--- src/source/ps2_pkg.sv ---
// ps2 shared constants, received byte record, mouse packet union and report struct
package ps2_pkg;

    // bytes in one standard mouse movement packet
    localparam int PACKET_BYTES = 3;

    // default depth of the byte buffer, power of two
    localparam int FIFO_DEPTH_DEFAULT = 8;

    // one received ps2 frame with its own error flags
    typedef struct packed {
        logic [7:0] data;        // payload, first received bit in lsb
        logic       parity_err;  // odd parity check failed
        logic       stop_err;    // stop bit sampled low
    } ps2_byte_t;

    // assembled packet word
    // written byte by byte through raw, decoded through fields
    typedef union packed {
        logic [PACKET_BYTES-1:0][7:0] raw;  // raw[0] is byte 0, low bits

        struct packed {
            // byte 2
            logic [7:0] y_mag;
            // byte 1
            logic [7:0] x_mag;
            // byte 0, bit 7 down to bit 0
            logic       y_ovf;
            logic       x_ovf;
            logic       y_sign;
            logic       x_sign;
            logic       always_one;  // alignment marker, set in every byte 0
            logic       middle;
            logic       right;
            logic       left;
        } fields;
    } mouse_packet_u;

    // decoded movement report, one per packet
    typedef struct packed {
        logic [2:0]        buttons;    // {left, right, middle}
        logic signed [8:0] dx;         // sign bit from byte 0, magnitude from byte 1
        logic signed [8:0] dy;         // positive is upward movement
        logic              x_ovf;
        logic              y_ovf;
        logic              frame_err;  // any of the three bytes had a bad frame
    } mouse_report_t;

endpackage

--- src/source/mouse_packet_decoder.sv ---
// mouse packet aligner, 3-byte assembler and movement report decoder
`timescale 1ns/1ns

module mouse_packet_decoder (
    input  logic                   clk_sys,
    input  logic                   rst_n,
    input  logic                   empty,
    input  ps2_pkg::ps2_byte_t     rd_byte,
    output logic                   pop,
    output logic                   report_vld,  // one cycle per packet
    output ps2_pkg::mouse_report_t report,      // held until next report_vld
    output logic                   sync_err     // sticky until reset
);

    localparam logic [1:0] LAST_IDX = 2'(ps2_pkg::PACKET_BYTES - 1);

    logic                   rd_pend;    // rd_byte valid this cycle
    logic [1:0]             byte_idx;   // slot of the byte now in rd_byte
    logic                   err_acc;    // frame errors of earlier bytes
    ps2_pkg::mouse_packet_u pkt_q;
    ps2_pkg::mouse_packet_u pkt_next;
    logic                   byte_err;
    logic                   err_next;
    logic                   last_byte;
    logic                   misaligned;

    // one read in flight at a time, so at most a byte every two cycles
    assign pop = ~empty & ~rd_pend;

    always_ff @(posedge clk_sys or negedge rst_n) begin
        if (!rst_n) begin
            rd_pend <= 1'b0;
        end else begin
            rd_pend <= pop;
        end
    end

    // packet word with the incoming byte dropped into its slot
    always_comb begin
        pkt_next = pkt_q;
        pkt_next.raw[byte_idx] = rd_byte.data;
    end

    assign byte_err  = rd_byte.parity_err | rd_byte.stop_err;
    assign err_next  = ((byte_idx != 2'd0) & err_acc) | byte_err;
    assign last_byte = (byte_idx == LAST_IDX);

    // first byte must carry the marker bit, else it is skipped
    assign misaligned = (byte_idx == 2'd0) & ~pkt_next.fields.always_one;

    always_ff @(posedge clk_sys or negedge rst_n) begin
        if (!rst_n) begin
            byte_idx   <= 2'd0;
            err_acc    <= 1'b0;
            report_vld <= 1'b0;
            sync_err   <= 1'b0;
        end else begin
            report_vld <= 1'b0;
            if (rd_pend) begin
                if (misaligned) begin
                    sync_err <= 1'b1;  // index stays at 0
                end else if (last_byte) begin
                    byte_idx   <= 2'd0;
                    report_vld <= 1'b1;
                end else begin
                    byte_idx <= byte_idx + 2'd1;
                    err_acc  <= err_next;
                end
            end
        end
    end

    // assembled word
    always_ff @(posedge clk_sys) begin
        if (rd_pend && !misaligned) begin
            pkt_q <= pkt_next;
        end
    end

    // decode straight from the completed word, saves a cycle
    always_ff @(posedge clk_sys) begin
        if (rd_pend && last_byte) begin
            report.buttons   <= {pkt_next.fields.left,
                                 pkt_next.fields.right,
                                 pkt_next.fields.middle};
            report.dx        <= {pkt_next.fields.x_sign, pkt_next.fields.x_mag};
            report.dy        <= {pkt_next.fields.y_sign, pkt_next.fields.y_mag};
            report.x_ovf     <= pkt_next.fields.x_ovf;
            report.y_ovf     <= pkt_next.fields.y_ovf;
            report.frame_err <= err_next;
        end
    end

endmodule

--- src/source/ps2_byte_fifo.sv ---
// synchronous circular fifo of received ps2 byte records with registered read
`timescale 1ns/1ns

module ps2_byte_fifo #(
    parameter int DEPTH = ps2_pkg::FIFO_DEPTH_DEFAULT  // power of two
) (
    input  logic               clk_sys,
    input  logic               rst_n,
    input  logic               push,
    input  ps2_pkg::ps2_byte_t push_byte,
    input  logic               pop,
    output logic               empty,
    output ps2_pkg::ps2_byte_t rd_byte   // valid the cycle after pop
);

    localparam int AW = $clog2(DEPTH);

    ps2_pkg::ps2_byte_t mem [DEPTH];

    // one extra bit tells full from empty when addresses match
    logic [AW:0] wr_ptr;
    logic [AW:0] rd_ptr;

    logic full;
    logic do_push;
    logic do_pop;

    assign full  = (wr_ptr[AW] != rd_ptr[AW]) &&
                   (wr_ptr[AW-1:0] == rd_ptr[AW-1:0]);
    assign empty = (wr_ptr == rd_ptr);

    assign do_push = push & ~full;  // byte lost when full
    assign do_pop  = pop & ~empty;

    always_ff @(posedge clk_sys or negedge rst_n) begin
        if (!rst_n) begin
            wr_ptr <= '0;
            rd_ptr <= '0;
        end else begin
            if (do_push) begin
                wr_ptr <= wr_ptr + 1'b1;
            end
            if (do_pop) begin
                rd_ptr <= rd_ptr + 1'b1;
            end
        end
    end

    // storage
    always_ff @(posedge clk_sys) begin
        if (do_push) begin
            mem[wr_ptr[AW-1:0]] <= push_byte;
        end
    end

    // read word held until the next pop
    always_ff @(posedge clk_sys) begin
        if (do_pop) begin
            rd_byte <= mem[rd_ptr[AW-1:0]];
        end
    end

endmodule

--- src/source/ps2_frame_rx.sv ---
// ps2 line synchroniser, falling edge detector and frame fsm with parity and stop checks
`timescale 1ns/1ns

module ps2_frame_rx (
    input  logic               clk_sys,
    input  logic               rst_n,
    input  logic               ps2_clk,   // open collector, idles high
    input  logic               ps2_data,  // open collector, idles high
    output logic               byte_vld,  // one pulse per received frame
    output ps2_pkg::ps2_byte_t rx_byte
);

    // one-hot frame states
    // each state names what the next falling edge of ps2_clk carries
    localparam logic [4:0] ST_IDLE   = 5'b00001;  // waiting for a start bit
    localparam logic [4:0] ST_START  = 5'b00010;  // start seen, data bit 0 next
    localparam logic [4:0] ST_DATA   = 5'b00100;  // data bits 1 to 7
    localparam logic [4:0] ST_PARITY = 5'b01000;
    localparam logic [4:0] ST_STOP   = 5'b10000;

    logic [4:0] state;

    logic [2:0] clk_sync;   // ps2_clk synchroniser chain
    logic       clk_prev;   // last synchronised ps2_clk level
    logic [2:0] data_sync;  // same depth as the clock chain, keeps them aligned
    logic       fall_stb;
    logic       data_bit;

    logic [2:0] bit_cnt;
    logic [7:0] shift_q;
    logic       parity_bit;
    logic       stop_edge;

    // both lines come from another clock domain
    // flops start high so reset release gives no false edge
    always_ff @(posedge clk_sys or negedge rst_n) begin
        if (!rst_n) begin
            clk_sync  <= 3'b111;
            clk_prev  <= 1'b1;
            data_sync <= 3'b111;
        end else begin
            clk_sync  <= {clk_sync[1:0], ps2_clk};
            clk_prev  <= clk_sync[2];
            data_sync <= {data_sync[1:0], ps2_data};
        end
    end

    // strobe shows up 3 clk_sys cycles after the line falls
    assign fall_stb = clk_prev & ~clk_sync[2];
    assign data_bit = data_sync[2];  // device changes data while clock is high

    assign stop_edge = fall_stb && (state == ST_STOP);

    // frame sequencing, advances only on ps2_clk falling edges
    always_ff @(posedge clk_sys or negedge rst_n) begin
        if (!rst_n) begin
            state   <= ST_IDLE;
            bit_cnt <= 3'd0;
        end else if (fall_stb) begin
            case (state)
                ST_IDLE: begin
                    if (!data_bit) begin
                        state <= ST_START;  // start bit is a 0
                    end
                end
                ST_START: begin
                    state   <= ST_DATA;
                    bit_cnt <= 3'd1;  // bit 0 taken on this edge
                end
                ST_DATA: begin
                    bit_cnt <= bit_cnt + 3'd1;
                    if (bit_cnt == 3'd7) begin
                        state <= ST_PARITY;
                    end
                end
                ST_PARITY: begin
                    state <= ST_STOP;
                end
                ST_STOP: begin
                    // a low line here is taken as the next start bit
                    if (!data_bit) begin
                        state <= ST_START;
                    end else begin
                        state <= ST_IDLE;
                    end
                end
                default: begin
                    state <= ST_IDLE;
                end
            endcase
        end
    end

    // data comes in lsb first, so shift toward the lsb
    always_ff @(posedge clk_sys) begin
        if (fall_stb && ((state == ST_START) || (state == ST_DATA))) begin
            shift_q <= {data_bit, shift_q[7:1]};
        end
        if (fall_stb && (state == ST_PARITY)) begin
            parity_bit <= data_bit;
        end
    end

    // byte strobe on the edge after the stop bit sample
    always_ff @(posedge clk_sys or negedge rst_n) begin
        if (!rst_n) begin
            byte_vld <= 1'b0;
        end else begin
            byte_vld <= stop_edge;
        end
    end

    // odd parity: data ones plus parity bit must be odd
    // so a parity bit equal to the data xor is a failure
    always_ff @(posedge clk_sys) begin
        if (stop_edge) begin
            rx_byte.data       <= shift_q;
            rx_byte.parity_err <= (parity_bit == ^shift_q);
            rx_byte.stop_err   <= ~data_bit;
        end
    end

endmodule

--- src/source/ps2_mouse_top.sv ---
// ps2 mouse input top: frame receiver, byte fifo and packet decoder
`timescale 1ns/1ns

module ps2_mouse_top #(
    parameter int FIFO_DEPTH = ps2_pkg::FIFO_DEPTH_DEFAULT
) (
    input  logic                   clk_sys,
    input  logic                   rst_n,
    input  logic                   ps2_clk,
    input  logic                   ps2_data,
    output logic                   report_vld,
    output ps2_pkg::mouse_report_t report,
    output logic                   sync_err
);

    logic               byte_vld;
    ps2_pkg::ps2_byte_t rx_byte;
    logic               fifo_empty;
    ps2_pkg::ps2_byte_t rd_byte;
    logic               pop;

    ps2_frame_rx u_frame_rx (
        .clk_sys  (clk_sys),
        .rst_n    (rst_n),
        .ps2_clk  (ps2_clk),
        .ps2_data (ps2_data),
        .byte_vld (byte_vld),
        .rx_byte  (rx_byte)
    );

    // absorbs bursts while the decoder works
    ps2_byte_fifo #(
        .DEPTH (FIFO_DEPTH)
    ) u_byte_fifo (
        .clk_sys   (clk_sys),
        .rst_n     (rst_n),
        .push      (byte_vld),
        .push_byte (rx_byte),
        .pop       (pop),
        .empty     (fifo_empty),
        .rd_byte   (rd_byte)
    );

    mouse_packet_decoder u_decoder (
        .clk_sys    (clk_sys),
        .rst_n      (rst_n),
        .empty      (fifo_empty),
        .rd_byte    (rd_byte),
        .pop        (pop),
        .report_vld (report_vld),
        .report     (report),
        .sync_err   (sync_err)
    );

endmodule

--- config.mk ---
export PLATFORM = sky130hd
export DESIGN_NAME = ps2_mouse_top
export DESIGN_NICKNAME = d
export VERILOG_FILES = /design/src/source/ps2_pkg.sv /design/src/source/mouse_packet_decoder.sv /design/src/source/ps2_byte_fifo.sv /design/src/source/ps2_frame_rx.sv /design/src/source/ps2_mouse_top.sv
export SDC_FILE = /design/constraint.sdc
export NUM_CORES = 1
export LEC_CHECK = 0
export BUFFER_PORTS_ARGS = -buffer_cell sky130_fd_sc_hd__clkbuf_2
export CAP_MARGIN = 5
export CORE_MARGIN = 2
export CORE_UTILIZATION = 45
export DETAILED_ROUTE_END_ITERATION = 10
export PLACE_DENSITY = 0.73
export SYNTH_ARGS = -nofsm -noshare
export SYNTH_HDL_FRONTEND = slang
export SYNTH_SLANG_ARGS = --single-unit
--- constraint.sdc ---
create_clock -name clk_sys -period 2.6 [get_ports clk_sys]
set_input_delay 0.13 -clock clk_sys [delete_from_list [all_inputs] [get_ports clk_sys]]
set_output_delay 0.13 -clock clk_sys [all_outputs]
set_load 0.02 [all_outputs]
==> metrics.md <==
| Metric | Value |
|---|---|
| Outcome | `complete, no violations` |
| Worst R2R End | `u_byte_fifo.mem[7][7]$_DFFE_PP_` |
| Critical path's slowest cell | `nor2_1` |
| First-pass GRT wire length | `~18000 µm` |
| I/O pin cnt | `30` |
| Crit end category | `register` |
| Htree depth | `4` |
| Final nets | `421` |
| Least-Margin Pin Slew | `roughly 1.2 ns` |
| Slew margin rel. | `0.212` |
| R2R Setup Slk | `0.51 ns` |
| Number of buffers inserted by port buffering | `29` |
| Final setup violation count | `0` |
| Vias in the first global route | `~3500` |
| Delay-heaviest family, CP | `simple AND/OR/NAND/NOR gates` |
| RePlAce Congestion | `0.802` |
| F_max | `0.478 GHz` |
| Routed vias | `3291` |
| Post-route setup TNS | `0 ns` |
| Clock Skew | `0.00852 ns` |
| Slew Viols, Final | `0` |
| Final Cell Area | `8170 µm²` |
| Total CTS buffers | `17` |
| Worst hold-check path type | `input port to asynchronous set/reset pin` |
| Mean area per synthesized cell | `19.6 µm²` |
| CTS max path bufs | `2` |
| CP Buf/Inv Count | `0` |
| Clock root cell | `clkbuf_16` |
| Max-Cap Viols | `0` |
| Area Overhead vs Synth | `15.1%` |
| Largest net degree at the start of global routing | `31` |
| WL per Instance | `17.6 µm` |
| Core area | `15300 µm²` |
| Async SR Flop Fraction | `0.161` |
| Crit Path Max Fanout | `10` |
| Resize count post-CTS | `0` |
| Crit-path cells | `xnor2_1 > and4_1 > nor2_1` |
| WS Path Type | `register to register` |
| Rows | `45` |
| Share of post-route cells with drive strength above 1 | `0.343` |
| Post-Route WL | `11200 µm` |
| Maximum VDD drop | `0.560 mV` |
| Hpwl dp | `7030 µm` |
| Main synth FF type | `edfxtp_1` |
| Share of the synthesized area in the top cell type | `0.660` |
| DRC Markers | `0` |
| Inserted Diodes | `0` |
| Critical Path Max Stage Delay | `0.79 ns` |
| Die width | `130 µm` |
| Fill cells | `approximately 1200` |
| DP Area | `7560 µm²` |
| Synth top cells by count | `edfxtp_1 (156), mux2_2 (34), dfrtp_1 (22)` |
| Tcrit/Tclk final | `0.804` |
| Total gr overflow | `0` |
| Clock sinks | `186` |
| Initial DRC count | `231` |
| Seq/Total Area, Yosys | `0.767` |
| CTS tree | `yes` |
| Critical Path AT | `2.14 ns` |
| CTS clock-pin slew for the worst setup and hold paths | `roughly 0.070 ns` |
| Synth Register Bits | `186` |
| Post-synthesis cell count | `about 360` |
| Yosys cell types | `between 40 and 50` |
| Worst-skew pair later-pin latency | `0.43 ns` |
| R2R depth | `3` |
| Final Hold Vio Count | `0` |
| Setup repair bufs after CTS | `0` |
| DRT Pass-1 Iters | `4` |
| Vias/cell | `roughly 5.2` |
| Synth Net Count | `370` |
| Initial Util | `0.463` |
| PD cells | `776 nW/µm²` |
| Die height | `roughly 130 µm` |
| Worst R2R Start | `u_byte_fifo.wr_ptr[2]$_DFFE_PN0P_` |
| Most common cell in the netlist | `edfxtp_1` |
| DIE AREA | `around 17000 µm²` |
| Yosys warns | `0` |
| Final Hold Slack | `between 0.3 and 0.4 ns` |
| Hold Buf Count CTS | `3` |
| Min cycle time layout | `2.09 ns` |
| Required time of the critical path | `2.64 ns` |
| Setup crit start kind | `register` |
| Final ANT Viol Nets | `0` |
| Synth area leaders | `edfxtp_1 (66%), dfrtp_1 (7.8%), mux4_2 (6.3%), mux2_2 (5.4%), dfstp_2 (3.0%)` |
| Leak | `2.67 nW` |
| Total GRT Usage | `0.146` |
| Number of synthesized flops with an enable pin | `156` |
| RSZ-0062 raised after global routing | `no` |
| Initial antenna violation count | `0` |
| Post-synth top area cell | `edfxtp_1` |
| Synth Cell Area | `about 7000 µm²` |
[flip-flops by register name, summed over array words and instances, names as in the netlist, 4 cells and up]
signal               flops
u_byte_fifo.wr_ptr       4
u_frame_rx.state         5
u_byte_fifo.rd_byte     10
u_frame_rx.shift_q       8
u_byte_fifo.mem         80
u_decoder.report        24
u_byte_fifo.rd_ptr       4
u_frame_rx.rx_byte      10
u_decoder.pkt_q         23
[cell type report]
type                       count  area, µm²  share of cell area
clock inverter                14        149              0.0182
sequential                   186       5450               0.667
clock buffer                  18        429              0.0525
multi-input combinational    155       1580               0.193
tap                          211        264              0.0323
inverter                       8       31.3             0.00383
timing repair buffer          45        273              0.0334
[report_power, final]
part	internal [mW]	total [mW]	switching (mW)
Sequential	3.32	3.39	0.0785
Combinational	0.233	0.462	0.230
Clock	1.42	2.48	1.06
Total	4.97	6.34	1.37
[metrics by stage]
step / total power [mW] / std cells / utilization / setup slack, ns
after global routing: 6.59 / 637 / 0.533 / 0.376
after floorplan: 3.81 / 362 / - / 0.0339
final: 6.34 / 637 / 0.533 / 0.508
after global placement: 3.90 / 602 / 0.494 / 0.572
after CTS: 6.41 / 637 / 0.533 / 0.482
after detailed placement: 3.92 / 602 / 0.494 / 0.498
[cell families (layout without fill, tap and decap cells)]
family | Yosys count | count (layout) | synth area share
flip-flops | 186 | 186 | 0.767
buffers and inverters | 21 | 85 | 0.0143
AO/OA/AOI/OAI | 19 | 19 | 0.0189
AND/OR/NAND/NOR | 54 | 54 | 0.0439
multiplexers | 59 | 59 | 0.125
XOR/XNOR | 19 | 19 | 0.0234
adder cells (fa/ha/maj) | 4 | 4 | 0.00705
[layout by cell type (no fill, tap or decap), types with 4 or more instances in the layout]
cell	n
nand3_1	4
clkbuf_16	17
nor3_1	6
buf_4	13
nand2_1	9
ha_1	4
mux2i_1	4
mux2_2	34
dfstp_2	8
nor2_1	9
clkbuf_2	29
edfxtp_1	156
mux4_2	20
clkinvlp_4	4
dfrtp_1	22
xor2_1	5
nand2b_1	4
a21oi_1	4
xnor2_1	14
inv_1	7
[worst max path at each step]
stage	startpoint	endpoint	slack (ns)	cells past startpoint
final	u_byte_fifo.wr_ptr[2]$_DFFE_PN0P_	u_byte_fifo.mem[7][7]$_DFFE_PP_	0.51	3
after global routing	u_byte_fifo.wr_ptr[2]$_DFFE_PN0P_	u_byte_fifo.mem[7][7]$_DFFE_PP_	0.38	3
after CTS	u_byte_fifo.wr_ptr[2]$_DFFE_PN0P_	u_byte_fifo.mem[7][7]$_DFFE_PP_	0.48	3
after detailed placement	u_byte_fifo.wr_ptr[1]$_DFFE_PN0P_	u_byte_fifo.mem[7][7]$_DFFE_PP_	0.50	3
after global placement	u_byte_fifo.wr_ptr[1]$_DFFE_PN0P_	u_byte_fifo.mem[7][4]$_DFFE_PP_	0.57	3
after floorplan	u_byte_fifo.wr_ptr[0]$_DFFE_PN0P_	u_byte_fifo.mem[3][0]$_DFFE_PP_	0.03	5
[routing by layer]
| metal | part of all wire | GRT usage | vias up |
|---|---|---|---|
| met5 | 0 | 0 | - |
| met4 | 0.011 | 0.0392 | 0 |
| met3 | 0.050 | 0.0528 | 15 |
| met2 | 0.51 | 0.247 | 73 |
| met1 | 0.43 | 0.179 | 1675 |
| li1 | - | - | 1528 |
Note: power is estimated with default switching activity, not from simulation.
